$ cat src/source/flit_fifo.sv
`timescale 1ns/1ps

module flit_fifo #(
   parameter type payload_t = logic,
   parameter int  DEPTH     = 4
) (
   input  logic     clk,
   input  logic     rst,
   input  payload_t in_data,
   input  logic     in_valid,
   output logic     in_ready,
   output payload_t out_data,
   output logic     out_valid,
   input  logic     out_ready
);

   payload_t                     mem [DEPTH];
   logic [$clog2(DEPTH)-1:0]     wr_ptr;
   logic [$clog2(DEPTH)-1:0]     rd_ptr;
   logic [$clog2(DEPTH+1)-1:0]   count;
   logic                         push;
   logic                         pop;

   assign in_ready  = (count < DEPTH);
   assign out_valid = (count != 0);
   assign out_data  = mem[rd_ptr];
   assign push      = in_valid && in_ready;
   assign pop       = out_valid && out_ready;

   always_ff @(posedge clk) begin
      if (rst) begin
         wr_ptr <= '0;
         rd_ptr <= '0;
         count  <= '0;
      end else begin
         if (push) begin
            wr_ptr <= (wr_ptr == DEPTH - 1) ? '0 : wr_ptr + 1'b1;
         end
         if (pop) begin
            rd_ptr <= (rd_ptr == DEPTH - 1) ? '0 : rd_ptr + 1'b1;
         end
         case ({push, pop})
            2'b10:   count <= count + 1'b1;
            2'b01:   count <= count - 1'b1;
            default: ;                               // Both or neither
         endcase
      end
   end

   always_ff @(posedge clk) begin
      if (push) begin
         mem[wr_ptr] <= in_data;
      end
   end

endmodule

$ cat config.mk
export PLATFORM = sky130hd
export DESIGN_NAME = flit_fifo
export DESIGN_NICKNAME = d
export VERILOG_FILES = /design/src/source/flit_fifo.sv
export SDC_FILE = /design/constraint.sdc
export NUM_CORES = 1
export LEC_CHECK = 0
export BUFFER_PORTS_ARGS = -buffer_cell sky130_fd_sc_hd__buf_2
export CORE_MARGIN = 2
export CORE_UTILIZATION = 39
export CTS_BUF_LIST = sky130_fd_sc_hd__clkbuf_4 sky130_fd_sc_hd__clkbuf_8 sky130_fd_sc_hd__clkbuf_16
export CTS_CLUSTER_DIAMETER = 60
export CTS_CLUSTER_SIZE = 20
export DETAILED_ROUTE_END_ITERATION = 12
export GPL_TIMING_DRIVEN = 0
export PLACE_DENSITY_LB_ADDON = 0.08
export SYNTH_ARGS = -nofsm -noshare
export SYNTH_HDL_FRONTEND = slang
export SYNTH_SLANG_ARGS = --single-unit
$ cat constraint.sdc
create_clock -name clk -period 4.45 [get_ports clk]
set_clock_uncertainty 0.05 [all_clocks]
set_input_delay 0.89 -clock clk [delete_from_list [all_inputs] [get_ports clk]]
set_output_delay 0.89 -clock clk [all_outputs]
set_load 0.01 [all_outputs]
[Word-level counts from Yosys, hierarchy flattened]
Memory sizes are Yosys's and may differ from the RTL's. A register that Yosys moved wholly into a read port is not among the register bits.
Index checks and enable logic that the tools add are counted.
Widths: inputs -> output; s select.
Word-level totals
  bits in registers: 7
  memory bits (writable): 4
  input bits: 5
  output and inout bits: 3
  word-level logic and storage cells: 24
  memories kept: 1
Cells by class
  add/subtract/negate cells: 4
  $lt $le $gt $ge: 1
  equal/unequal tests: 4
  multiplexer cells: 7
  reductions and logical operators: 4
Memories
  mem: depth 4, width 1, rd ports 1, clocked after Yosys merged registers in 1, write ports 1, line 17  | payload_t mem [DEPTH];
Operators by type and width (count)
  $mux 2: 4
  $eq 2x2->1 const B: 3
  $pmux 3 s2: 1
  $add 2x1->2 const B: 2
  $add 3x1->3 const B: 1
  $lt 3x3->1 const B: 1
  $reduce_bool 3->1: 1
  $sub 3x1->3 const B: 1
  $eq 2x1->1 const B: 1
  $logic_and 1x1->1: 2
  $mux 1: 2
  $reduce_bool 2->1: 1

[Longest topological paths before layout]
  word-level depth: 4
  mapped depth: 9
  mapped depth without buffers: 8

[Least setup slack after synthesis]
OpenSTA, ideal clock, no wires.
  kind: input -> register
  start: in in_valid
  end: reg count[2]
  setup time: 0.070 ns
  data arrival time: 2.336 ns
  required time: 4.330 ns
  path slack: 1.994 ns
  stages: 9
  path buffers: 1
  cells stage by stage: nor2b_1 buf_2 inv_1 ha_1 inv_1 fa_1 xor2_1 or3_1 a21oi_1
Between the ends
  longest elaborated chain between the ends: 3
  elaborated cells on any way between the ends: 5
  classes of those cells: eq/ne: 2; mux: 1; reduce/logical: 2
RTL lines
  start: declaration: line 10  | input logic in_valid,
  $logic_and 1x1->1 (*): line 27  | assign push = in_valid && in_ready;
  $eq 2x1->1 / $eq 2x2->1 (equally long branches): line 42  | case ({push, pop})
  $pmux 3 s2 / $reduce_bool 2->1 (equally long branches)
  end signal: assignment: line 43  | 2'b10: count <= count + 1'b1;
  end signal: assignment: line 44  | 2'b01: count <= count - 1'b1;
  end: declaration: line 20  | logic [$clog2(DEPTH+1)-1:0] count;
Every way passes the cells marked *; elsewhere a longest branch is shown, timed or not.
A chain may end at the register's enable or synchronous reset.

[Final worst setup path]
Same ends and word-level chain as after synthesis.

==> impl_metrics.json <==
{
  "crit_family": "adder cells",
  "wl_per_cell_um": 9.45,
  "initial_utilization_pct": 41.1,
  "synth_fp_nets": 68,
  "worstPathRequired_ns": 4.61,
  "cts-root-buf": "clkbuf_4",
  "cts_buffers": 3,
  "io_pins": 8,
  "drive_above_1_share_pct": 20.9,
  "die_w_um": 43.6,
  "row_count": 14,
  "fin_nets": 80,
  "grt_overflow_total": 0,
  "diodes": 0,
  "synth.top_cell.area_share_pct": 29.4,
  "worstHoldPathType": "register to register",
  "syn-cell-area_um2": 612,
  "worstPathCellList": "buf_2 > nor2b_1 > buf_2 > inv_1 > ha_1 > inv_1 > fa_1 > xor2_1 > or3_1 > a21oi_1",
  "power.leakage_nw": 0.312,
  "ir_worst_vdd_mv": 0.210,
  "whs_ns": 0.449,
  "worst_slew_pin_slew_ns": 0.333,
  "dieArea_um2": 1900,
  "cap_violations": 0,
  "slew_viol_final": 0,
  "grt_pass1_vias": 358,
  "worst-path-buf-inv": 4,
  "ys_types": 18,
  "synth_seq_cells": 13,
  "remaining_drc_errors": 0,
  "syn-instance-count": 56,
  "worst-setup-path-type": "input pin to register",
  "area_delta_synth_final_pct": 13.9,
  "drt_first_pass_iters": 2,
  "core_um2": 1490,
  "synth.largest_area_cell": "dfxtp_1",
  "cts_resized": 0,
  "yosysWarnings": 0,
  "cts_buffer_depth": 2,
  "crit_arrival_ns": 2.51,
  "cts_max_level": 1,
  "critPathMaxFanout": 7,
  "p_per_area_nw_per_um2": 563,
  "clk_latency_ns": 0.27,
  "cpMaxStageDelayCell": "fa_1",
  "dr.first_iter.drc_count": 2,
  "clk_pin_slew_ns": 0.08,
  "cts_tree": "built",
  "critPathMaxStageDelay_ns": 0.37,
  "fin_crit_sh_pct": 52.8,
  "ant_nets": 0,
  "slew_headroom_pct": 77.7,
  "grt_setup_unrepaired": "false",
  "fin_util_pct": 46.8,
  "endpoint_kind": "register",
  "hold_violations": 0,
  "fmax_mhz": 426,
  "globalplace.congestion": 0.716,
  "grt_max_degree": 8,
  "vias": 369,
  "antenna_found_initial": 0,
  "synth_seq_area_share_pct": 49.1,
  "status": "complete, no violations",
  "setup_viol": 0,
  "period_minus_slack_ns": 2.35,
  "startpoint_type": "input pin",
  "die_height_um": 43.6,
  "cts.sinks": 13,
  "port-buffer-count": 7,
  "viasPerCell": 4.45,
  "grt_usage_pct": 10.8,
  "postSynthAreaPerCell_um2": 10.9,
  "post_cts_buffers": 0,
  "dp_hpwl_um": 625,
  "fin_tns_setup_ns": 0,
  "netlist_top_cells_area": "dfxtp_1, edfxtp_1, ha_1",
  "grt_pass1_wl_um": 1440,
  "drt_wl_total_um": 784,
  "hold_buffers": 0
}
==> layer usage <==
| layer | wire length [um] | vias up | track usage, % |
|---|---|---|---|
| met1 | 380 | 156 | 13.0 |
| met2 | 353 | 7 | 15.3 |
| met4 | 0 | 0 | 3.64 |
| met3 | 51 | 0 | 7.50 |
| met5 | 0 | - | 0 |
| li1 | - | 206 | - |
==> worst paths after layout <==
check	endpoint	start	depth (start not counted)	slack (ns)
min reg2reg	rd_ptr[0]$_SDFFE_PP0P_	rd_ptr[0]$_SDFFE_PP0P_	2	0.45
min	rd_ptr[0]$_SDFFE_PP0P_	rd_ptr[0]$_SDFFE_PP0P_	2	0.45
max	count[2]$_SDFFE_PP0P_	in_valid	10	2.10
max reg2reg	count[2]$_SDFFE_PP0P_	count[2]$_SDFFE_PP0P_	9	2.45
==> placed cells by master (no fill, tap or decap), drive strengths merged <==
cell	synthesis	routed
a21oi	3	3
and2	4	4
buf	1	8
clkbuf	0	4
dfxtp	9	9
edfxtp	4	4
fa	1	1
ha	6	6
inv	8	8
mux2i	3	3
mux4	1	1
nand2	1	1
nand3	1	1
nor2	7	7
nor2b	1	1
o21ai	1	1
o31ai	1	1
or3	2	2
xor2	2	2
==> area by class of cell <==
type | instances | area, um^2
well taps | 16 | 20.0
fillers | 145 | 792
repair buffers | 7 | 35.0
flip-flops and latches | 13 | 300
clock buffers | 4 | 30.0
inverters | 8 | 30.0
plain buffers | 1 | 5.00
multi-input cells | 34 | 277
==> worst min-delay path: cells and delay by family, from the launching register on <==
| family | cells | cell delay (ns) |
|---|---|---|
| simple gates | 1 | 0.06 |
| flops | 1 | 0.33 |
| compound gates | 1 | 0.07 |
==> logic make-up (layout without fill, tap and decap cells) <==
family,after synthesis,after routing,synth area share [%]
AND/OR/NAND/NOR,16,16,12.9
XOR/XNOR,2,2,2.86
AO/OA/AOI/OAI,5,5,5.32
flip-flops,13,13,49.1
buffers and inverters,9,20,5.73
multiplexers,4,4,8.59
adder cells (fa/ha/maj),7,7,15.5
==> cell usage after synthesis <==
cell      count
xor2_1        2
and2_1        4
nor2_1        7
inv_1         8
o21ai_0       1
nand3_1       1
o31ai_2       1
buf_2         1
nand2_1       1
edfxtp_1      4
dfxtp_1       9
fa_1          1
mux2i_1       3
nor2b_1       1
ha_1          6
mux4_2        1
or3_1         2
a21oi_1       3
==> where the power goes <==
| part | total [mW] | internal, mW | switching, mW |
|---|---|---|---|
| clock network | 0.0765 | 0.0408 | 0.0357 |
| logic | 0.142 | 0.0685 | 0.0733 |
| registers | 0.174 | 0.151 | 0.0225 |
| total | 0.392 | 0.261 | 0.132 |
==> per-stage QoR <==
step	area (um^2)	setup slack [ns]	instances	total power [mW]
final	697	2.10	83	0.392
after global routing	697	2.02	83	0.435
after CTS	697	2.10	83	0.401
after detailed placement	667	1.80	79	0.321
after global placement	667	1.82	79	0.320
after floorplan	612	1.99	56	0.285
Power figures use the tool's default switching activity.
