### src/source/dii_pkg.sv
package dii_pkg;

   localparam int FLIT_WIDTH = 16;
   localparam int HDR_FLITS  = 3;                    // Destination, source, type

   localparam logic [9:0] MOD_ID  = 10'h005;
   localparam logic [9:0] HOST_ID = 10'h000;

   // Identification registers 0x0000 and 0x0001
   localparam logic [15:0] MODID_VALUE      = 16'h0003;
   localparam logic [15:0] MODVERSION_VALUE = 16'h0000;

   localparam logic [1:0] TYPE_REG   = 2'b00;        // Type flit bits 15:14
   localparam logic [1:0] TYPE_EVENT = 2'b01;

   localparam logic [3:0] SUB_REG_READ      = 4'h0;  // Type flit bits 13:10
   localparam logic [3:0] SUB_REG_READ_RESP = 4'h8;
   localparam logic [3:0] SUB_REG_ERR       = 4'hc;

endpackage

### src/source/mam_pkg.sv
package mam_pkg;

   localparam int DATA_WIDTH = 32;
   localparam int ADDR_WIDTH = 32;
   localparam int STRB_WIDTH = DATA_WIDTH / 8;
   localparam int WORD_FLITS = DATA_WIDTH / 16;
   localparam int ADDR_FLITS = ADDR_WIDTH / 16;
   localparam int WORD_CNT_W = $clog2(WORD_FLITS);

   localparam int MAX_PKT_LEN = 8;                   // Data flits per read packet
   localparam int PKT_CNT_W   = $clog2(MAX_PKT_LEN);

   localparam int REGIONS = 1;
   localparam logic [ADDR_WIDTH-1:0] BASE_ADDR0 = 32'h0000_1000;
   localparam int MEM_SIZE0  = 1024;                 // Bytes
   localparam int MEM_WORDS  = MEM_SIZE0 / STRB_WIDTH;
   localparam int WORD_IDX_W = $clog2(MEM_WORDS);

   // Command flit layout
   localparam int CMD_RW_BIT    = 15;                // 1 is write
   localparam int CMD_BURST_BIT = 14;
   localparam int BEAT_WIDTH    = 14;

endpackage

### src/source/osd_regaccess.sv
`timescale 1ns/1ps

module osd_regaccess
   import dii_pkg::*, mam_pkg::*;
(
   input  logic                  clk,
   input  logic                  rst,
   input  logic [FLIT_WIDTH-1:0] in_data,
   input  logic                  in_last,
   input  logic                  in_valid,
   output logic                  in_ready,
   output logic [FLIT_WIDTH-1:0] ev_data,
   output logic                  ev_last,
   output logic                  ev_valid,
   input  logic                  ev_ready,
   input  logic [FLIT_WIDTH-1:0] resp_data,
   input  logic                  resp_last,
   input  logic                  resp_valid,
   output logic                  resp_ready,
   output logic [FLIT_WIDTH-1:0] out_data,
   output logic                  out_last,
   output logic                  out_valid,
   input  logic                  out_ready
);

   typedef enum logic [2:0] {
      R_HDR, R_EV_HDR, R_EV_BODY, R_REG_ADDR, R_REG_DRAIN, R_REG_RESP
   } rstate_t;

   rstate_t               state;
   logic [1:0]            cnt;
   logic [FLIT_WIDTH-1:0] hdr [HDR_FLITS];
   logic [FLIT_WIDTH-1:0] reg_addr;
   logic                  reg_read;
   logic [FLIT_WIDTH-1:0] reg_rdata;
   logic                  reg_err;
   logic [FLIT_WIDTH-1:0] loc_data;
   logic                  loc_last;
   logic                  loc_valid;
   logic                  loc_ready;
   logic                  lock;
   logic                  lock_mam;
   logic                  use_mam;

   always_comb begin
      in_ready = 1'b0;
      ev_valid = 1'b0;
      ev_data  = '0;
      ev_last  = 1'b0;
      case (state)
         R_HDR, R_REG_ADDR, R_REG_DRAIN: in_ready = 1'b1;
         R_EV_HDR: begin                             // Replay buffered header
            ev_valid = 1'b1;
            ev_data  = hdr[cnt];
         end
         R_EV_BODY: begin
            ev_valid = in_valid;
            ev_data  = in_data;
            ev_last  = in_last;
            in_ready = ev_ready;
         end
         default: ;
      endcase
   end

   always_ff @(posedge clk) begin
      if (rst) begin
         state <= R_HDR;
         cnt   <= '0;
      end else begin
         case (state)
            R_HDR: if (in_valid) begin
               cnt <= cnt + 1'b1;
               if (cnt == 2'(HDR_FLITS - 1)) begin
                  cnt <= '0;
                  if (in_data[15:14] == TYPE_EVENT) state <= R_EV_HDR;
                  else if (in_last) state <= R_REG_RESP;    // No address, error
                  else state <= R_REG_ADDR;
               end
            end
            R_EV_HDR: if (ev_ready) begin
               cnt <= cnt + 1'b1;
               if (cnt == 2'(HDR_FLITS - 1)) begin
                  cnt   <= '0;
                  state <= R_EV_BODY;
               end
            end
            R_EV_BODY: if (in_valid && ev_ready && in_last) state <= R_HDR;
            R_REG_ADDR: if (in_valid) state <= in_last ? R_REG_RESP : R_REG_DRAIN;
            R_REG_DRAIN: if (in_valid && in_last) state <= R_REG_RESP;
            R_REG_RESP: if (loc_ready) begin
               cnt <= cnt + 1'b1;                    // Wraps to 0 after last
               if (loc_last) state <= R_HDR;
            end
            default: state <= R_HDR;
         endcase
      end
   end

   always_ff @(posedge clk) begin
      if (state == R_HDR && in_valid) begin
         hdr[cnt] <= in_data;
         reg_read <= (in_data[15:14] == TYPE_REG) && (in_data[13:10] == SUB_REG_READ)
                     && !in_last;
      end
      if (state == R_REG_ADDR && in_valid) begin
         reg_addr <= in_data;
      end
   end

   always_comb begin
      reg_err   = 1'b0;
      reg_rdata = '0;
      case (reg_addr) inside
         16'h0000: reg_rdata = MODID_VALUE;
         16'h0001: reg_rdata = MODVERSION_VALUE;
         16'h0200: reg_rdata = 16'(DATA_WIDTH);
         16'h0201: reg_rdata = 16'(ADDR_WIDTH);
         16'h0202: reg_rdata = 16'(REGIONS);
         [16'h0280:16'h0283]: reg_rdata = 16'(64'(BASE_ADDR0) >> (16 * reg_addr[1:0]));
         [16'h0284:16'h0287]: reg_rdata = 16'(64'(MEM_SIZE0) >> (16 * reg_addr[1:0]));
         default: reg_err = 1'b1;
      endcase
      if (!reg_read) reg_err = 1'b1;                // Writes always fail
      if (reg_err) reg_rdata = '0;
   end

   assign loc_valid = (state == R_REG_RESP);
   assign loc_last  = (cnt == 2'd3);

   always_comb begin
      case (cnt)
         2'd0:    loc_data = hdr[1];                 // Back to requester
         2'd1:    loc_data = FLIT_WIDTH'(MOD_ID);
         2'd2:    loc_data = {TYPE_REG, reg_err ? SUB_REG_ERR : SUB_REG_READ_RESP, 10'h000};
         default: loc_data = reg_rdata;
      endcase
   end

   // Output arbiter, held from first offer until last flit leaves
   assign use_mam    = lock ? lock_mam : !loc_valid;
   assign out_valid  = use_mam ? resp_valid : loc_valid;
   assign out_data   = use_mam ? resp_data : loc_data;
   assign out_last   = use_mam ? resp_last : loc_last;
   assign resp_ready = use_mam && out_ready;
   assign loc_ready  = !use_mam && out_ready;

   always_ff @(posedge clk) begin
      if (rst) begin
         lock     <= 1'b0;
         lock_mam <= 1'b0;
      end else if (out_valid) begin
         lock     <= !(out_ready && out_last);
         lock_mam <= use_mam;
      end
   end

endmodule

### config.mk
export PLATFORM = sky130hd
export DESIGN_NAME = osd_regaccess
export DESIGN_NICKNAME = d
export VERILOG_FILES = /design/src/source/dii_pkg.sv /design/src/source/mam_pkg.sv /design/src/source/osd_regaccess.sv
export SDC_FILE = /design/constraint.sdc
export NUM_CORES = 1
export LEC_CHECK = 0
export BUFFER_PORTS_ARGS = -buffer_cell sky130_fd_sc_hd__clkbuf_2
export CORE_AREA = 2 2 83 85
export DETAILED_ROUTE_END_ITERATION = 6
export DIE_AREA = 0 0 85 87
export PLACE_DENSITY = 0.86
export SLEW_MARGIN = 5
export SYNTH_ARGS = -nofsm -noshare
export SYNTH_HDL_FRONTEND = slang
export SYNTH_SLANG_ARGS = --single-unit
export TNS_END_PERCENT = 5
### constraint.sdc
create_clock -name clk -period 3 [get_ports clk]
set_clock_uncertainty 0.1 [all_clocks]
set_input_delay 0.45 -clock clk [delete_from_list [all_inputs] [get_ports clk]]
set_output_delay 0.45 -clock clk [all_outputs]
set_load 0.05 [all_outputs]
# Word-level counts from Yosys, hierarchy flattened

Memories as Yosys holds them, arrays and structs flattened. A register that Yosys moved wholly into a read port is not among the register bits.
Index checks and enable logic that the tools add are counted.

Bits in writable memories: 48
Input port bits: 40
Bits in registers: 24
Logic and storage cells: 109
Memories kept: 1
Output and inout port bits: 38

Mux-type cells: 48
Shift operators: 2
Equality and inequality tests: 22
Reductions and logical operators: 25
Add/sub/neg operators: 1
Magnitude comparators: 4

Memories:

| memory | depth | bits a word | read ports | clocked after Yosys merged registers in | write ports | RTL line            | source |
|---|---|---|---|---|---|---|---|
| hdr    | 3     | 16          | 2          | 1                                       | 1           | osd_regaccess.sv:32 | `logic [FLIT_WIDTH-1:0] hdr [HDR_FLITS];` |

Operators with widths:

| kind                                                                               | number |
|---|---|
| 16-bit two-way mux                                                                 | 9 |
| 16-bit by 10-bit == test with 1-bit output, second input constant                  | 3 |
| 16-bit one-hot mux with 3 select lines                                             | 1 |
| 3-bit two-way mux                                                                  | 12 |
| 16-bit by 10-bit >= comparator with 1-bit output, second input constant            | 2 |
| 16-bit by 10-bit less-or-equal comparator with 1-bit output, second input constant | 2 |
| 16-bit one-hot mux with 2 select lines                                             | 1 |
| 3-bit one-hot mux with 6 select lines                                              | 1 |
| 16-bit by 1-bit == test with 1-bit output, second input constant                   | 1 |
| 16-bit zero test                                                                   | 1 |
| 2-bit inequality test, second input constant                                       | 8 |
| 11-bit by 6-bit right shift with 16-bit output, first input constant               | 1 |
| 13-bit by 6-bit right shift with 16-bit output, first input constant               | 1 |
| 1-bit two-way mux                                                                  | 15 |
| 1-bit logical AND                                                                  | 12 |
| 2-bit two-way mux                                                                  | 6 |
| 9-bit AND reduction                                                                | 1 |
| 3-bit by 2-bit == test with 1-bit output, second input constant                    | 2 |
| 3-bit == test, second input constant                                               | 2 |
| 2-bit one-hot mux with 3 select lines                                              | 1 |
| 2-bit by 1-bit == test with 1-bit output, second input constant                    | 2 |
| 2-bit == test, second input constant                                               | 2 |
| 1-bit zero test                                                                    | 4 |
| 2-bit zero test                                                                    | 2 |
| other kinds (9)                                                                    | 10 |

# Longest topological paths before layout

Gate-level depths: netlist of the first run.

Word-level depth: 13
Depth in mapped cells: 7
Gate-level depth less buffers: 5

# Least setup slack after synthesis of the first run

Ideal clock, no wire load.

Path kind: reg-to-output
From: register reg_addr[3]
To: output out_data[1]
Arrival: 2921 ps
Buffers on the path: 0
Path slack: -471 ps
Stages on the path, launching flop included: 6
Data required time: 2450 ps
Path through: edfxtp_1 > or4_4 > or3_1 > or4_4 > or4_1 > a21oi_1

Longest elaborated chain between the ends: 13
Elaborated cells between the ends (all ways): 29
Classes of those cells: order compare: 4; eq/ne: 4; mux: 18; reduce/logical: 3

RTL lines:

| what                                                                                                                                                    | RTL line             | source |
|---|---|---|
| start, declared                                                                                                                                         | osd_regaccess.sv:33  | `logic [FLIT_WIDTH-1:0] reg_addr;` |
| start signal, assigned                                                                                                                                  | osd_regaccess.sv:107 | `reg_addr <= in_data;` |
| 16-bit by 10-bit >= comparator with 1-bit output (no source line) / 16-bit by 10-bit less-or-equal comparator with 1-bit output (equally long branches) | -                    |  |
| 1-bit logical AND (no source line)                                                                                                                      | -                    |  |
| 1-bit two-way mux (7 in a row)                                                                                                                          | osd_regaccess.sv:114 | `case (reg_addr) inside` |
| 1-bit two-way mux                                                                                                                                       | osd_regaccess.sv:124 | `if (!reg_read) reg_err = 1'b1;` |
| 16-bit two-way mux (*)                                                                                                                                  | osd_regaccess.sv:125 | `if (reg_err) reg_rdata = '0;` |
| 16-bit one-hot mux with 3 select lines (*)                                                                                                              | osd_regaccess.sv:132 | `case (cnt)` |
| 16-bit two-way mux (*)                                                                                                                                  | osd_regaccess.sv:143 | `assign out_data = use_mam ? resp_data : loc_data;` |
| end, declared                                                                                                                                           | osd_regaccess.sv:20  | `output logic [FLIT_WIDTH-1:0] out_data,` |

Every way passes the cells marked *; elsewhere a longest branch is shown, timed or not.

# Worst setup path in the final report of the first run

Same ends and word-level chain as after synthesis.

==> run metrics, run 1 <==
dpl hpwl 5680 um; Row Count 30; Mapped Area 3440 um2; sequential power share 48.4%; commonest non-fill, non-tap cell in the layout clkbuf_2; Post-synth top flop edfxtp_1; non-filler cells, final 472; Finished Cell Area 4220 um2; sequential share of the synthesized area 61.9%; Least-Margin Pin Slew 0.713 ns; Setup WS post-layout -0.404 ns; Arrival @ worst endpoint 2.85 ns; clk root buf clkbuf_8; total wire length 8300 um; Yosys warning count 0; Cell Area, Placed 4010 um2; DRT Pass-1 Iters 5; pwr dens 591 nW/um2; CP max FO 2; drt wl/cell 17.6 um; Initial Util 52.4%; vias per cell 5.93; crit-path max cell delay 0.54 ns; period utilization 113%; Post-synth EDFFs 65; final setup TNS -0.579 ns; FFs w/ async S/R, synth 0%; slew margin rel. 52.5%; Worst Setup End Kind output pin; fmax 294 MHz; CP top delay family simple AND/OR/NAND/NOR gates; Hold-fix buffers, CTS 0; max_cap viols 0; Post-CTS Setup Bufs 0; Syn Nets 342; initial antenna violation count 0; Total GRT Usage 23.3%; Seq cells post-synth 74; die footprint 7400 um2; Pint 0.00173 W; crit path max-delay cell type or4_4; Hold Fails Final Rpt 0; Clk pwr share 30.2%; switching part of the total 30.7%; peak supply drop 320 uV; most used cell, CP or4_4; grt ovf 0; CORE AREA 6570 um2; ANT cells 0; I/O pin count 78; CTS sink cnt 74; pin count of the biggest net entering global routing 21; Post-Syn Instances 302; Crit path buffers/inverters 1; Post-route DRC 0; total of fill cells in the finished design 504; HP Class primary input to flop; post-layout net count 427; cts bufs inserted 9; Req. time, crit path 2.45 ns; H-tree Lvls 3; # port buffers 77; startpoint types flop; placed insts 456; Synth Area per Inst 11.4 um2; synthesis-to-layout area growth 22.7%; Die Width 85 um; Vias 2798; initial DRC count 261; max-slew violation count 0; distinct cell type count after synthesis 41; Final ANT Viol Nets 0; vias in the first global route 2632; first-pass GRT wire length 13100 um; NetSw 0.000767 W; Clk Latency, worst-skew pair 0.34 ns; violated checks negative setup slack; most frequent cells in the layout 75 x clkbuf_2, 65 x edfxtp_1, 44 x nand2_1, 22 x nor2_1, 22 x o21ai_0; combinational share of power 21.3%; R2R Setup Slk 0.99 ns; RSZ-0062 raised after global routing true; status complete, but fails checks; RD Place Congestion 0.773; Final Setup Violations 2; die height 87 um; WS Path Type flop to output pin; cells along the critical path or4_4 > or3_4 > or4_4 > or4_4 > a21oi_4 > buf_12; clock slew at reported path FFs 0.08 ns; Tmin final 3.40 ns; Max clock buf depth 2; share of layout cells above drive strength 1 29.3%; CTS tree done; Leakage 1.64 nW
==> sequential cells by signal, indices dropped and copies added, names as in the netlist, named ones only <==
name	flops
cnt	2
hdr	48
lock	1
lock_mam	1
reg_addr	16
reg_read	1
state	3
==> logic make-up (layout without fill, tap and decap cells) <==
family	Yosys count	count (layout)	share of synthesized area (%)
flip-flops	74	74	61.9
XOR/XNOR	2	2	0.509
AO/OA/AOI/OAI	70	70	13.7
buffers and inverters	23	113	2.51
multiplexers	19	19	5.56
AND/OR/NAND/NOR	114	114	15.8
==> final timing paths <==
check,start,endpoint,cells past startpoint
max reg2reg,state[1],state[2],5
min,out_ready,lock,2
min reg2reg,lock_mam,lock_mam,2
max,reg_addr[3],out_data[1],6
==> final cells by class <==
| cell class | instances | area, um2 | share of cell area (%) |
|---|---|---|---|
| Clock buffer | 10 | 128 | 3.02 |
| Clock inverter | 6 | 66.3 | 1.57 |
| Inverter | 6 | 22.5 | 0.533 |
| Multi-Input combinational cell | 205 | 1260 | 29.9 |
| Sequential cell | 74 | 2130 | 50.5 |
| Tap cell | 80 | 100 | 2.37 |
| Timing Repair Buffer | 91 | 514 | 12.2 |
==> cell usage after synthesis (4+ instances only) <==
master	n	share of area (%)
edfxtp_1	65	57
nand2_1	44	4.8
nor2_1	22	2.4
o21ai_0	22	3.2
mux2i_1	18	5.2
a22o_1	16	4.1
clkbuf_1	16	1.7
a21oi_1	13	1.9
nand3_1	13	1.9
dfxtp_1	9	5.2
nor3_1	7	1.0
inv_1	6	0.65
nand2b_1	5	0.91
nor4_1	4	0.73
==> power by group through the flow <==
stage          Sequential, W  Clock [W]  Combinational [W]
3_5_place_dp         0.00123          0           0.000528
4_1_cts              0.00121   0.000767           0.000534
5_1_grt              0.00121   0.000803           0.000570
6_report             0.00121   0.000755           0.000532
2_1_floorplan        0.00122          0           0.000369
3_3_place_gp         0.00123          0           0.000517
==> through the flow <==
step	hold slack, ns	total power [W]	util (%)	setup slack (ns)
floorplan	0.419	0.00159	-	-0.0914
global placement	0.467	0.00175	61.1	-0.0383
detailed placement	0.486	0.00176	61.1	-0.0743
CTS	0.233	0.00251	64.2	-0.416
global route	0.244	0.00259	64.3	-0.470
finish	0.243	0.00250	64.3	-0.404
==> timing repair <==
item | 4_1_cts | 5_1_grt
endpoints found under the setup margin | 3 | 4
gates resized for setup | 4 | 1
hold endpoints to repair | 0 | 0
==> metal layers <==
metal | vias to the layer above | routed length (um) | GRT usage, %
li1 | 1308 | - | -
met1 | 1339 | 3530 | 30.5
met2 | 138 | 4090 | 38.4
met3 | 13 | 532 | 5.31
met4 | 0 | 148 | 8.23
met5 | - | 0 | 0
(Power assumes the default switching activity.)
==> inputs of run 2 (changes only) <==
--- a/config.mk
+++ b/config.mk
@@ -6,10 +6,10 @@
 export NUM_CORES = 1
 export LEC_CHECK = 0
 export BUFFER_PORTS_ARGS = -buffer_cell sky130_fd_sc_hd__clkbuf_2
-export CORE_AREA = 2 2 83 85
+export CORE_AREA = 4 4 83 85
 export DETAILED_ROUTE_END_ITERATION = 6
-export DIE_AREA = 0 0 85 87
-export PLACE_DENSITY = 0.86
+export DIE_AREA = 0 0 87 89
+export PLACE_DENSITY = 0.89
 export SLEW_MARGIN = 5
 export SYNTH_ARGS = -nofsm -noshare
 export SYNTH_HDL_FRONTEND = slang
==> constraint.sdc (replaced) <==
create_clock -name clk -period 4.3 [get_ports clk]
set_clock_uncertainty 0.1 [all_clocks]
set_input_delay 0.645 -clock clk [delete_from_list [all_inputs] [get_ports clk]]
set_output_delay 0.645 -clock clk [all_outputs]
set_load 0.05 [all_outputs]
==> run metrics, run 2 (synthesis gave the netlist of run 1 again) <==
pin count of the biggest net entering global routing 33 (was 21); RSZ-0062 raised after global routing false (was true); die height 89 um (was 87 um); ANT cells 0 (unchanged); share of layout cells above drive strength 1 26.7% (was 29.3%); Clk Latency, worst-skew pair 0.35 ns (was 0.34 ns); Post-CTS Setup Bufs 0 (unchanged); post-layout net count 419 (was 427); Vias 2793 (was 2798); Finished Core Util 66.0% (was 64.3%); synthesis-to-layout area growth 18.9% (was 22.7%); biggest regs hdr: 48 flops, reg_addr: 16 flops, state: 3 flops (unchanged); multi-input logic area 1240 um2 (was 1260 um2); Tmin final 3.87 ns; WS Path Type flop to output pin (unchanged); max_cap viols 0 (unchanged); I/O pin count 78 (unchanged); Row Count 29 (was 30); CTS sink cnt 74 (unchanged); clk root buf clkbuf_8 (unchanged); Total GRT Usage 23.0% (was 23.3%); initial antenna violation count 0 (unchanged); Initial Util 55.5% (was 52.4%); Least-Margin Pin Slew 1.06 ns (was 0.713 ns); Reg with most FFs hdr (unchanged); final setup TNS 0 ns (was -0.579 ns); startpoint types flop (unchanged); fmax 259 MHz; cts bufs inserted 9 (unchanged); peak supply drop 279 uV (was 320 uV); Req. time, crit path 3.56 ns (was 2.45 ns); # resized after CTS 0 (was 4); commonest non-fill, non-tap cell in the layout clkbuf_2 (unchanged); Leakage 1.59 nW (was 1.64 nW); grt ovf 0 (unchanged); RD Place Congestion 0.892 (was 0.773); slew margin rel. 29.0% (was 52.5%); first-pass GRT wire length 13200 um (was 13100 um); vias in the first global route 2608 (was 2632); Worst Setup End Kind output pin (unchanged); Final ANT Viol Nets 0 (unchanged); drt wl/cell 18.7 um (was 17.6 um); vias per cell 6.08 (was 5.93); HP Class primary input to flop (unchanged); dpl hpwl 5840 um (was 5680 um); die footprint 7740 um2 (was 7400 um2); Post-route DRC 0 (unchanged); clock slew at reported path FFs 0.07 ns (was 0.08 ns); Arrival @ worst endpoint 3.12 ns (was 2.85 ns); # port buffers 77 (unchanged); CTS tree done (unchanged); Final Setup Violations 0 (was 2); Hold Fails Final Rpt 0 (unchanged); max-slew violation count 0 (unchanged); max reg flops 48 (unchanged); Die Width 87 um (was 85 um); period utilization 89.9%; total of fill cells in the finished design 448 (was 504); status finished, final reports clean (was complete, but fails checks); initial DRC count 274 (was 261); pwr dens 414 nW/um2 (was 591 nW/um2); flip-flop and latch area 2130 um2 (unchanged); most frequent cells in the layout 77 x clkbuf_2, 65 x edfxtp_1, 44 x nand2_1, 22 x nor2_1, 22 x o21ai_0 (was 75 x clkbuf_2, 65 x edfxtp_1, 44 x nand2_1, 22 x nor2_1, 22 x o21ai_0); total wire length 8580 um (was 8300 um); H-tree Lvls 3 (unchanged); DRT Pass-1 Iters 5 (unchanged); Max clock buf depth 2 (unchanged); CP max FO 4 (was 2); Hold-fix buffers, CTS 0 (unchanged); CORE AREA 6200 um2 (was 6570 um2)
==> run 2: layout make-up <==
type	instances	share of cell area (%)
sequential	74	52.1
multi-input combinational	205	30.3
timing repair buffer	83	10.5
clock buffer	9	3.03
tap	77	2.35
clock inverter	5	1.16
inverter	6	0.550
==> run 2: layer usage <==
metal | part of all wire, % | global-route usage [%] | routed length (um) | vias to the layer above
li1 | - | - | - | 1287
met1 | 40 | 29.0 | 3390 | 1342
met2 | 51 | 38.9 | 4400 | 149
met3 | 7.6 | 4.70 | 649 | 15
met4 | 1.6 | 9.21 | 139 | 0
met5 | 0 | 0 | 0 | -
==> run 2: critical path, cell delays in order (launching register included) <==
cell and delay (ns):
edfxtp_1 0.39, or4_4 0.55, or3_1 0.36, or4_4 0.54, or4_1 0.42, a21oi_1 0.21
clkbuf_2 0.31
==> run 2: power breakdown <==
part / internal, W / total (W) / switching, W
registers: 0.000826 / 0.000870 / 0.0000437
logic: 0.0000987 / 0.000332 / 0.000234
clock network: 0.000255 / 0.000494 / 0.000239
total: 0.00118 / 0.00170 / 0.000516
==> run 2: final timing paths <==
path,slack [ns],to,cells after the start,startpoint
setup / recovery,0.43,out_data[1],6,reg_addr[6]
hold / removal,0.42,lock,2,out_ready
setup reg to reg,1.98,hdr[1][12],4,state[2]
hold reg to reg,0.50,lock,2,lock
==> run 2: stage by stage <==
stage	cells	area [um2]	total power, W	setup slack (ns)	hold WS [ns]
6_report	459	4090	0.00170	0.434	0.424
5_1_grt	459	4090	0.00177	0.335	0.405
4_1_cts	459	4090	0.00170	0.446	0.414
3_5_place_dp	445	3920	0.00121	0.850	0.491
3_3_place_gp	445	3920	0.00120	0.913	0.455
2_1_floorplan	302	3440	0.00111	0.634	0.432
