### src/source/dii_pkg.sv
package dii_pkg;

   localparam int FLIT_WIDTH = 16;
   localparam int HDR_FLITS  = 3;                    // Destination, source, type

   localparam logic [9:0] MOD_ID  = 10'h005;
   localparam logic [9:0] HOST_ID = 10'h000;

   // Identification registers 0x0000 and 0x0001
   localparam logic [15:0] MODID_VALUE      = 16'h0003;
   localparam logic [15:0] MODVERSION_VALUE = 16'h0000;

   localparam logic [1:0] TYPE_REG   = 2'b00;        // Type flit bits 15:14
   localparam logic [1:0] TYPE_EVENT = 2'b01;

   localparam logic [3:0] SUB_REG_READ      = 4'h0;  // Type flit bits 13:10
   localparam logic [3:0] SUB_REG_READ_RESP = 4'h8;
   localparam logic [3:0] SUB_REG_ERR       = 4'hc;

endpackage

### src/source/mam_pkg.sv
package mam_pkg;

   localparam int DATA_WIDTH = 32;
   localparam int ADDR_WIDTH = 32;
   localparam int STRB_WIDTH = DATA_WIDTH / 8;
   localparam int WORD_FLITS = DATA_WIDTH / 16;
   localparam int ADDR_FLITS = ADDR_WIDTH / 16;
   localparam int WORD_CNT_W = $clog2(WORD_FLITS);

   localparam int MAX_PKT_LEN = 8;                   // Data flits per read packet
   localparam int PKT_CNT_W   = $clog2(MAX_PKT_LEN);

   localparam int REGIONS = 1;
   localparam logic [ADDR_WIDTH-1:0] BASE_ADDR0 = 32'h0000_1000;
   localparam int MEM_SIZE0  = 1024;                 // Bytes
   localparam int MEM_WORDS  = MEM_SIZE0 / STRB_WIDTH;
   localparam int WORD_IDX_W = $clog2(MEM_WORDS);

   // Command flit layout
   localparam int CMD_RW_BIT    = 15;                // 1 is write
   localparam int CMD_BURST_BIT = 14;
   localparam int BEAT_WIDTH    = 14;

endpackage

### src/source/osd_mam.sv
`timescale 1ns/1ps

module osd_mam
   import dii_pkg::*, mam_pkg::*;
(
   input  logic                  clk,
   input  logic                  rst,
   input  logic [FLIT_WIDTH-1:0] ev_data,
   input  logic                  ev_last,
   input  logic                  ev_valid,
   output logic                  ev_ready,
   output logic [FLIT_WIDTH-1:0] resp_data,
   output logic                  resp_last,
   output logic                  resp_valid,
   input  logic                  resp_ready,
   output logic                  req_valid,
   output logic                  req_rw,
   output logic [ADDR_WIDTH-1:0] req_addr,
   output logic                  req_burst,
   output logic [BEAT_WIDTH-1:0] req_beats,
   input  logic                  req_ready,
   output logic                  write_valid,
   output logic [DATA_WIDTH-1:0] write_data,
   output logic [STRB_WIDTH-1:0] write_strb,
   input  logic                  write_ready,
   input  logic                  read_valid,
   input  logic [DATA_WIDTH-1:0] read_data,
   output logic                  read_ready
);

   typedef enum logic [3:0] {
      S_HDR, S_CMD, S_ADDR, S_REQUEST, S_WR_HDR, S_WRITE, S_WRITE_WAIT, S_RD_HDR, S_READ
   } state_t;

   state_t                state, nxt_state;
   logic [PKT_CNT_W-1:0]  counter, nxt_counter;     // Flits within a packet
   logic [WORD_CNT_W-1:0] wcounter, nxt_wcounter;   // Flits within a word
   logic                  in_packet, nxt_in_packet;
   logic                  is_last_flit, nxt_is_last_flit;
   logic                  nxt_req_rw;
   logic                  nxt_req_burst;
   logic [BEAT_WIDTH-1:0] nxt_req_beats;
   logic [ADDR_WIDTH-1:0] nxt_req_addr;
   logic [DATA_WIDTH-1:0] nxt_write_data;
   logic [STRB_WIDTH-1:0] nxt_write_strb;
   logic                  word_end;

   assign word_end = (wcounter == WORD_CNT_W'(WORD_FLITS - 1));

   always_ff @(posedge clk) begin
      if (rst) begin
         state        <= S_HDR;
         counter      <= '0;
         wcounter     <= '0;
         in_packet    <= 1'b0;
         is_last_flit <= 1'b0;
      end else begin
         state        <= nxt_state;
         counter      <= nxt_counter;
         wcounter     <= nxt_wcounter;
         in_packet    <= nxt_in_packet;
         is_last_flit <= nxt_is_last_flit;
      end
      req_rw     <= nxt_req_rw;
      req_burst  <= nxt_req_burst;
      req_beats  <= nxt_req_beats;
      req_addr   <= nxt_req_addr;
      write_data <= nxt_write_data;
      write_strb <= nxt_write_strb;
   end

   always_comb begin
      nxt_state        = state;
      nxt_counter      = counter;
      nxt_wcounter     = wcounter;
      nxt_in_packet    = in_packet;
      nxt_is_last_flit = is_last_flit;
      nxt_req_rw       = req_rw;
      nxt_req_burst    = req_burst;
      nxt_req_beats    = req_beats;
      nxt_req_addr     = req_addr;
      nxt_write_data   = write_data;
      nxt_write_strb   = write_strb;
      ev_ready    = 1'b0;
      resp_valid  = 1'b0;
      resp_data   = '0;
      resp_last   = 1'b0;
      req_valid   = 1'b0;
      write_valid = 1'b0;
      read_ready  = 1'b0;

      case (state)
         S_HDR, S_WR_HDR: begin                      // Header skipped
            ev_ready = 1'b1;
            if (ev_valid) begin
               nxt_counter = counter + 1'b1;
               if (counter == PKT_CNT_W'(HDR_FLITS - 1)) begin
                  nxt_counter = '0;
                  nxt_state   = (state == S_HDR) ? S_CMD : S_WRITE;
               end
            end
         end
         S_CMD: begin
            ev_ready = 1'b1;
            if (ev_valid) begin
               nxt_req_rw     = ev_data[CMD_RW_BIT];
               nxt_req_burst  = ev_data[CMD_BURST_BIT];
               nxt_req_beats  = ev_data[CMD_BURST_BIT] ? ev_data[BEAT_WIDTH-1:0]
                                                      : BEAT_WIDTH'(1);
               nxt_write_strb = ev_data[CMD_BURST_BIT] ? '1 : ev_data[STRB_WIDTH-1:0];
               nxt_state      = S_ADDR;
            end
         end
         S_ADDR: begin
            ev_ready = 1'b1;
            if (ev_valid) begin
               nxt_req_addr[(ADDR_FLITS - counter) * FLIT_WIDTH - 1 -: FLIT_WIDTH] = ev_data;
               nxt_counter = counter + 1'b1;
               if (counter == PKT_CNT_W'(ADDR_FLITS - 1)) begin
                  nxt_is_last_flit = ev_last;
                  nxt_state        = S_REQUEST;
               end
            end
         end
         S_REQUEST: begin
            req_valid = 1'b1;
            if (req_ready) begin
               nxt_counter  = '0;
               nxt_wcounter = '0;
               if (!req_rw) nxt_state = S_RD_HDR;
               else if (is_last_flit) nxt_state = S_WR_HDR;  // Data in next packet
               else nxt_state = S_WRITE;
            end
         end
         S_WRITE: begin
            ev_ready = 1'b1;
            if (ev_valid) begin
               nxt_write_data[(WORD_FLITS - wcounter) * FLIT_WIDTH - 1 -: FLIT_WIDTH] = ev_data;
               nxt_wcounter = wcounter + 1'b1;
               if (word_end) begin
                  nxt_wcounter  = '0;
                  nxt_in_packet = !ev_last;
                  nxt_state     = S_WRITE_WAIT;
               end else if (ev_last) begin
                  nxt_state = S_WR_HDR;              // Word split over packets
               end
            end
         end
         S_WRITE_WAIT: begin
            write_valid = 1'b1;
            if (write_ready) begin
               nxt_req_beats = req_beats - 1'b1;
               if (req_beats == BEAT_WIDTH'(1)) nxt_state = S_HDR;
               else if (in_packet) nxt_state = S_WRITE;
               else nxt_state = S_WR_HDR;
            end
         end
         S_RD_HDR: begin
            resp_valid = 1'b1;
            case (counter)
               0:       resp_data = FLIT_WIDTH'(HOST_ID);
               1:       resp_data = FLIT_WIDTH'(MOD_ID);
               default: resp_data = {TYPE_EVENT, {(FLIT_WIDTH - 2){1'b0}}};
            endcase
            if (resp_ready) begin
               nxt_counter = counter + 1'b1;
               if (counter == PKT_CNT_W'(HDR_FLITS - 1)) begin
                  nxt_counter = '0;
                  nxt_state   = S_READ;
               end
            end
         end
         S_READ: begin
            resp_valid = read_valid;
            resp_data  = read_data[(WORD_FLITS - wcounter) * FLIT_WIDTH - 1 -: FLIT_WIDTH];
            resp_last  = (counter == PKT_CNT_W'(MAX_PKT_LEN - 1)) ||
                         (word_end && req_beats == BEAT_WIDTH'(1));
            if (read_valid && resp_ready) begin
               nxt_counter  = counter + 1'b1;
               nxt_wcounter = wcounter + 1'b1;
               if (word_end) begin
                  read_ready    = 1'b1;              // Word fully sent
                  nxt_wcounter  = '0;
                  nxt_req_beats = req_beats - 1'b1;
               end
               if (resp_last) begin
                  nxt_counter = '0;
                  nxt_state   = (word_end && req_beats == BEAT_WIDTH'(1)) ? S_HDR : S_RD_HDR;
               end
            end
         end
         default: nxt_state = S_HDR;
      endcase
   end

endmodule

### config.mk
export PLATFORM = sky130hd
export DESIGN_NAME = osd_mam
export DESIGN_NICKNAME = d
export VERILOG_FILES = /design/src/source/dii_pkg.sv /design/src/source/mam_pkg.sv /design/src/source/osd_mam.sv
export SDC_FILE = /design/constraint.sdc
export NUM_CORES = 1
export LEC_CHECK = 0
export BUFFER_PORTS_ARGS = -buffer_cell sky130_fd_sc_hd__buf_2
export CORE_MARGIN = 4
export CORE_UTILIZATION = 40
export DETAILED_ROUTE_END_ITERATION = 8
export PLACE_DENSITY = 0.68
export SLEW_MARGIN = 20
export SYNTH_ARGS = -nofsm -noshare
export SYNTH_HDL_FRONTEND = slang
export SYNTH_SLANG_ARGS = --single-unit
export TNS_END_PERCENT = 30
### constraint.sdc
create_clock -name clk -period 3.6 [get_ports clk]
set_clock_uncertainty 0.2 [all_clocks]
set_input_delay 0.72 -clock clk [delete_from_list [all_inputs] [get_ports clk]]
set_output_delay 0.72 -clock clk [all_outputs]
set_load 0.02 [all_outputs]
**Word-level counts from Yosys, hierarchy flattened**

Cells that the tools add are included.

- Muxes and demuxes: 52
- Equal/unequal tests: 26
- Reduce and logical (&&, ||, !) cells: 20
- $add $sub $neg: 9
- Shift operators: 5

Operators with widths:

| cell | count |
|---|---|
| variable shift 16 x 34 -> 47 bit, first input constant | 2 |
| indexed part select 16 x 34 -> 47 bit | 2 |
| 2-to-1 mux 14 bit | 5 |
| negation 32 -> 34 bit | 2 |
| bitwise mux 32 bit | 2 |
| 2-to-1 mux 4 bit | 14 |
| indexed part select 47 x 33 -> 16 bit | 1 |
| case mux 14 bit (3 select lines) | 1 |
| case mux 16 bit (2 select lines) | 1 |
| case mux 4 bit (8 select lines) | 1 |
| 2-to-1 mux 3 bit | 10 |
| case mux 15 bit (2 select lines) | 1 |
| inequality test 2 bit, second input constant | 13 |
| equality test 4 x 3 -> 1 bit, second input constant | 4 |
| case mux 3 bit (5 select lines) | 1 |
| equality test 14 x 1 -> 1 bit, second input constant | 1 |
| subtractor 14 x 1 -> 14 bit, second input constant | 1 |
| 2-to-1 mux 1 bit | 13 |
| AND reduction 13 bit | 1 |
| subtractor 8 x 2 -> 9 bit, second input constant | 1 |
| equality test 4 x 2 -> 1 bit, second input constant | 2 |
| subtractor 7 x 2 -> 8 bit, second input constant | 1 |
| AND reduction 2 bit | 3 |
| AND reduction 3 bit | 2 |
| 25 further kinds | 27 |

- Bits of input ports: 56
- Flip-flop bits (word level): 94
- Logic and storage cells: 123

**Logic depth before layout (Yosys ltp)**

Gate-level depths: netlist (run 1).

- Depth after elaboration: 6
- Depth in mapped cells: 7
- Mapped depth without buffers: 7

**Least setup slack after synthesis (run 1)**

Ideal clock, no wire load.

- Path kind: flip-flop to output port
- Start point: register req_beats[1]
- End point: output resp_last
- Slack: 783 ps
- Stages on the path, launching flop included: 7
- Arrival time: 1,897 ps
- Cell sequence: edfxtp_1 -> inv_1 -> ha_1 -> or4b_1 -> nor4_4 -> nor2_1 -> nor2_1

- Longest elaborated chain between the ends: 4

RTL lines:

| element | RTL line | source |
|---|---|---|
| start: declaration | osd_mam.sv:20 | `output logic [BEAT_WIDTH-1:0] req_beats,` |
| start signal: assignment | osd_mam.sv:66 | `req_beats <= nxt_req_beats;` |
| equality test 14 x 1 -> 1 bit | osd_mam.sv:177 | `(word_end && req_beats == BEAT_WIDTH'(1));` |
| logical AND 1 bit | osd_mam.sv:177 |  |
| logical OR 1 bit | osd_mam.sv:176 | `resp_last = (counter == PKT_CNT_W'(MAX_PKT_LEN - 1)) \|\|` |
| 2-to-1 mux 1 bit | osd_mam.sv:92 | `case (state)` |
| end: declaration | osd_mam.sv:13 | `output logic resp_last,` |

No other way between the ends.

**Worst setup path after layout (run 1)**

- Start point: register state[1]
- End point: output read_ready

- Longest elaborated chain between the ends: 2

RTL lines:

| element | RTL line | source |
|---|---|---|
| start: declaration | osd_mam.sv:35 | `state_t state, nxt_state;` |
| start signal: assignment | osd_mam.sv:58 | `state <= nxt_state;` |
| equality test 4 bit | osd_mam.sv:92 |  |
| 2-to-1 mux 1 bit | osd_mam.sv:92 |  |
| end: declaration | osd_mam.sv:28 | `output logic read_ready` |

No other way between the ends.

==> results of run 1 <==
## per-layer routing
| layer | track usage, % | up-vias | wire [um] |
|---|---|---|---|
| li1 | - | 1808 | - |
| met1 | 23.81 | 1782 | 5191 |
| met2 | 30.13 | 184 | 6109 |
| met3 | 4.870 | 22 | 1193 |
| met4 | 5.122 | 0 | 242 |
| met5 | 0 | - | 0 |
## registers in the layout, summed over array words and instances, names as in the netlist, 3 cells and up
register	cells
write_data	32
counter	3
req_addr	32
req_beats	14
write_strb	4
state	4
## worst max-delay path, delay by kind of cell, from the launching register on
kind / cells / cell delay [ns]
buffers and inverters: 4 / 0.95
and+or+nand+nor: 2 / 0.51
DFF: 1 / 0.49
## power breakdown
part | switching [mW] | internal, mW
Combinational | 0.412 | 0.283
Sequential | 0.0730 | 1.29
Clock | 0.419 | 0.544
## Yosys cell counts, types with 3 or more instances
cell type   n
o31ai_1     3
nor3b_1     3
o211ai_1    5
nand3_1    13
a21oi_1    22
nor2_1     32
or2_2       5
or3_1       3
buf_2       3
nor4bb_1    3
xor2_1      5
nand2_1    13
a211oi_1    5
a31oi_1     5
nand2b_1    6
inv_1      10
clkbuf_1   16
buf_1       4
dfxtp_1    10
and2_1     50
and3_1      5
ha_1        9
mux2i_1    18
xnor2_1     5
o21ai_0    20
nor2b_1    21
nor3_1      4
edfxtp_1   84
## placed cells by master, fill, tap and decap left out, drive strengths merged, types with 6 or more instances in the layout
cell type and instances:
ha 9, dfxtp 10, mux2i 18, inv 12, and2 50, nand3 13
o21ai 20, buf 171, edfxtp 84, nor2b 21, nor2 32, a21oi 22
nand2 13, clkbuf 10, nand2b 6
## kinds of logic after synthesis
logic type | Yosys count
buffers and inverters | 33
DFF | 94
AOI/OAI and AO/OA | 75
adders and majority gates | 9
and+or+nand+nor | 171
muxes | 18
xor gates and xnor gates | 10
## metrics by stage
stage               worst slack [ns]  instances
finish                        0.3771        717
global route                  0.1976        717
CTS                           0.3270        717
detailed placement            0.7162        701
global placement              0.7389        701
floorplan                     0.7833        410
## layout make-up
cell class | count | share of cell area [%]
flip-flops and latches | 94 | 45.48
multi-input cells | 283 | 31.23
repair buffers | 171 | 14.71
clock buffers | 10 | 3.823
well taps | 143 | 2.987
clock inverters | 6 | 1.149
inverters | 10 | 0.6267
## worst min path at each step
stage                            startpoint                       to  slack (ns)  cells after the start
floorplan            in_packet$_SDFFE_PP0P_   in_packet$_SDFFE_PP0P_        0.26                      2
global placement    counter[2]$_SDFFE_PP0P_  counter[2]$_SDFFE_PP0P_        0.28                      2
detailed placement  counter[2]$_SDFFE_PP0P_  counter[2]$_SDFFE_PP0P_        0.28                      2
CTS                 counter[2]$_SDFFE_PP0P_  counter[2]$_SDFFE_PP0P_        0.29                      2
global route        counter[1]$_SDFFE_PP0P_  counter[1]$_SDFFE_PP0P_        0.34                      2
finish              counter[2]$_SDFFE_PP0P_  counter[2]$_SDFFE_PP0P_        0.29                      2
==> impl_metrics.ini, run 1 <==
[cells_and_area]
nNetsFinal = 634
num-fill-cells = 958
drive_above_1_share_pct = 34.67
register_area_um2 = 2724
fin_area_um2 = 5989
final_util_pct = 52.23
insertedDiodeCount = 0
area_growth_pct = 27.11
multiInputGateArea_um2 = 1871

[setup_path]
r2r-end = req_addr[1]$_DFFE_PP_
crit_chain = buf_4 -> inv_1 -> nand3_1 -> buf_4 -> nor3_1 -> buf_2
rr_worst_depth = 4
cp.arrival_ns = 2.30
worst-setup-path-type = register to primary output
worst-path-max-fanout = 18
crit_start = state[1]$_SDFFE_PP0P_
rrSetupSlack_ns = 0.76
r2r-start = counter[0]$_SDFFE_PP0P_
crit_path_end = read_ready
critPathMaxStageDelay_ns = 0.49
cp.required_ns = 2.68
critPathLaunchType = register
cp_slowest_cell = dfxtp_1
worstSetupEndpointType = primary output
crit_path_frequent_cell = buf_4

[global_routing]
grt-ovfl-total = 0
track_usage_pct = 18.25
grt_max_degree = 40
grt_pass1_wl_um = 18980
first_global_vias = 3578
antenna_found_initial = 0

[synthesis]
syn_avg_cell_area_um2 = 11.49
synth_mux_area_share_pct = 3.824
synth_top_family_by_area = simple AND/OR/NAND/NOR gates
synth_fp_nets = 475
synth_top_flop_cell = edfxtp_1
synth_top_area_share_pct = 53.53
syn-cell-area_um2 = 4712
synth-compound-area-share_pct = 10.14
synth_seq_cells = 94
synthDistinctLibCells = 51
synth_area_leader_cell = edfxtp_1
yosysWarningCount = 0
synth_cells = 410
synth_edf_count = 84
synth.yosys.seq_area_share_pct = 57.78
synthArstFlopShare_pct = 0
yosys-top-cells-area = edfxtp_1 54%, and2_1 6.6%, dfxtp_1 4.2%, mux2i_1 3.8%, nor2b_1 2.8%
synthAdderAreaFrac_pct = 2.390
synth_xor_area_share_pct = 1.859
synth-simple-area-share_pct = 21.30

[drt]
vias = 3796
drtIter0Drc = 294
avgRoutedWirePerCell_um = 17.76
ant_nets = 0
drtPass1Iterations = 5
wl_um = 12740
drc = 0
vias_per_cell = 5.294

[status]
status = complete, no violations

[pwr]
vdd_ir_drop_max_uv = 272.4
p_total_mw = 3.021
power.density_nw_per_um2 = 504.4
p_leak_nw = 2.428

[sta]
fin_crit_sh_pct = 89.52
maxSlewViolCount = 0
setup_viol = 0
fin_hold_ws_ns = 0.2911
fmax_ghz = 0.3103
worst_slew_pin_slew_ns = 0.9123
fin_setup_tns_ns = 0
final_hold_viol_count = 0
slew_headroom_pct = 38.95
period_minus_slack_ns = 3.223
rsz0062_at_grt = no

[place]
io_buffers = 161
gp_congestion = 0.8914
place_area_um2 = 5689
dp_hpwl_um = 9372

[floorplanning]
start_util_pct = 41.09
core-area_um2 = 11470
io_pins = 162
dieWidth_um = 116.5
die_y_um = 116.5
dieArea_um2 = 13580
rows = 39

[clock_tree]
root_buffer = clkbuf_16
holdBufCountCts = 0
ctsResizeCount = 0
tritoncts = done
h-tree-depth = 3
clk_path_buf_depth = 2
cts_setup_buffers = 0
clock-sinks = 94
insertion_delay_ns = 0.34
clk_pin_slew_ns = 0.07
cts_buffers = 9

[job]
max_cap_violations = 0

[hold_path]
min_path_type = register to register
No activity file was read; power rests on OpenSTA's default activity.
==> run 2: changes to the inputs <==
--- a/config.mk
+++ b/config.mk
@@ -5,11 +5,14 @@
 export SDC_FILE = /design/constraint.sdc
 export NUM_CORES = 1
 export LEC_CHECK = 0
+export ABC_AREA = 1
 export BUFFER_PORTS_ARGS = -buffer_cell sky130_fd_sc_hd__buf_2
 export CORE_MARGIN = 4
 export CORE_UTILIZATION = 40
 export DETAILED_ROUTE_END_ITERATION = 8
 export PLACE_DENSITY = 0.68
+export SETUP_SLACK_MARGIN = 0.2
+export SKIP_CTS_REPAIR_TIMING = 1
 export SLEW_MARGIN = 20
 export SYNTH_ARGS = -nofsm -noshare
 export SYNTH_HDL_FRONTEND = slang
==> impl_metrics.ini, run 2 <==
[drt]
wl_um = 13360
vias = 4009
avgRoutedWirePerCell_um = 16.41
drtIter0Drc = 245
vias_per_cell = 4.925
drtPass1Iterations = 4
drc = 0
ant_nets = 0

[setup_path]
cp.arrival_ns = 1.99
cp.required_ns = 2.68
worst-path-max-fanout = 35
critPathMaxStageDelay_ns = 0.76
worstSetupEndpointType = primary output
worst-setup-path-type = register to primary output
critPathLaunchType = register
crit_buf_inv = 2
crit_chain = buf_4 -> nor2_1 -> nand2_1 -> o211ai_1 -> buf_2
cpLargestDelayFamily = flip-flops
cp_slowest_cell = dfxtp_2

[sta]
slew_headroom_pct = 52.09
fmax_ghz = 0.3442
fin_ws_ns = 0.6947
rsz0062_at_grt = no
fin_crit_sh_pct = 80.70
setup_viol = 0
fin_hold_ws_ns = 0.3078
fin_setup_tns_ns = 0
maxSlewViolCount = 0
period_minus_slack_ns = 2.905
final_hold_viol_count = 0
worst_slew_pin_slew_ns = 0.7147

[pwr]
p_total_mw = 3.944
p_leak_nw = 2.803
power.density_nw_per_um2 = 670.1
vdd_ir_drop_max_uv = 314.2

[place]
io_buffers = 161
dp_hpwl_um = 10170
gp_congestion = 0.8790
post-place-ws_ns = 1.054

[synthesis]
yosys-top-cells-area = edfxtp_1 55%, nand2_1 8.9%, nor2_1 7.3%, inv_1 5.5%, dfxtp_1 4.3%
yosysWarningCount = 0
synth_area_leader_cell = edfxtp_1
synth_top_flop_cell = edfxtp_1
synth.most_common_cell = nand2_1
synth_fp_nets = 565
synth_seq_cells = 94
synthArstFlopShare_pct = 0
synth.top_cells.by_count = 109 x nand2_1, 89 x nor2_1, 84 x edfxtp_1, 68 x inv_1, 26 x nand3_1
synth.yosys.seq_area_share_pct = 59.11
synth_top_area_share_pct = 54.77
synthDistinctLibCells = 31
syn_avg_cell_area_um2 = 9.211
synth_cells = 500
synth_edf_count = 84
syn-cell-area_um2 = 4606

[floorplanning]
rows = 38
io_pins = 162
start_util_pct = 41.75
core-area_um2 = 11030
die_y_um = 115.3
dieArea_um2 = 13300
dieWidth_um = 115.3

[global_routing]
first_global_vias = 4013
track_usage_pct = 20.36
grt_pass1_wl_um = 20710
grt_max_degree = 36
antenna_found_initial = 0
grt-ovfl-total = 0

[clock_tree]
h-tree-depth = 3
cts_buffers = 9
root_buffer = clkbuf_16
insertion_delay_ns = 0.33
clk_path_buf_depth = 2
tritoncts = done
clock-sinks = 94
clk_pin_slew_ns = 0.07

[status]
status = complete, no violations

[cells_and_area]
insertedDiodeCount = 0
drive_above_1_share_pct = 31.90
layout_commonest_cell = buf_2
reg_top3 = req_addr (32), write_data (32), req_beats (14)
layout_common_cells = 161 x buf_2, 109 x nand2_1, 88 x nor2_1, 84 x edfxtp_1, 68 x inv_1
area_growth_pct = 27.79
final_util_pct = 53.36
nNetsFinal = 734

[job]
max_cap_violations = 0

[hold_path]
min_path_type = register to register
[run 2: cells by family (layout without fill, tap and decap cells)]
group | count (synthesis) | after routing | share of synthesized area [%]
buffers and inverters | 85 | 259 | 7.281
DFF | 94 | 94 | 59.11
and+or+nand+nor | 255 | 255 | 23.96
adders and majority gates | 9 | 9 | 2.445
xor gates and xnor gates | 7 | 7 | 1.331
AOI/OAI and AO/OA | 50 | 50 | 5.868
[run 2: area by class of cell]
| class | instances | area (um^2) |
|---|---|---|
| fill | 1047 | 5145 |
| sequential | 94 | 2724 |
| multi-input combinational | 321 | 1560 |
| timing repair buffer | 170 | 873.3 |
| inverter | 73 | 274.0 |
| clock buffer | 9 | 225.2 |
| tap | 140 | 175.2 |
| clock inverter | 7 | 53.80 |
[run 2: final timing paths]
check                     startpoint                       to  slack [ns]  cells after the start
max            wcounter$_SDFFE_PP0P_            resp_data[14]        0.69                      5
min          counter[2]$_SDFFE_PP0P_  counter[2]$_SDFFE_PP0P_        0.31                      2
max reg2reg    wcounter$_SDFFE_PP0P_   req_beats[2]$_DFFE_PP_        1.28                      4
min reg2reg  counter[2]$_SDFFE_PP0P_  counter[2]$_SDFFE_PP0P_        0.31                      2
[run 2: power by group]
group | switching [mW] | internal [mW]
logic | 0.992 | 0.444
registers | 0.173 | 1.43
clock network | 0.429 | 0.478
total | 1.59 | 2.35
[run 2: worst min-delay path: stages, from the launching register on]
cell and delay (ns):
dfxtp_1 0.33, nand2_1 0.07, a21oi_1 0.06
[run 2: metal layers]
layer	global-route usage, %	wire length [um]	up-vias
met1	24.75	5456	1908
met2	36.81	6963	126
met3	4.684	809	10
met5	0	0	-
li1	-	-	1965
met4	4.460	126	0
[run 2: stage by stage]
step | cell area [um^2] | std cells
after floorplan | 4606 | 500
after global placement | 5607 | 798
after detailed placement | 5607 | 798
after CTS | 5886 | 814
after global routing | 5886 | 814
final | 5886 | 814
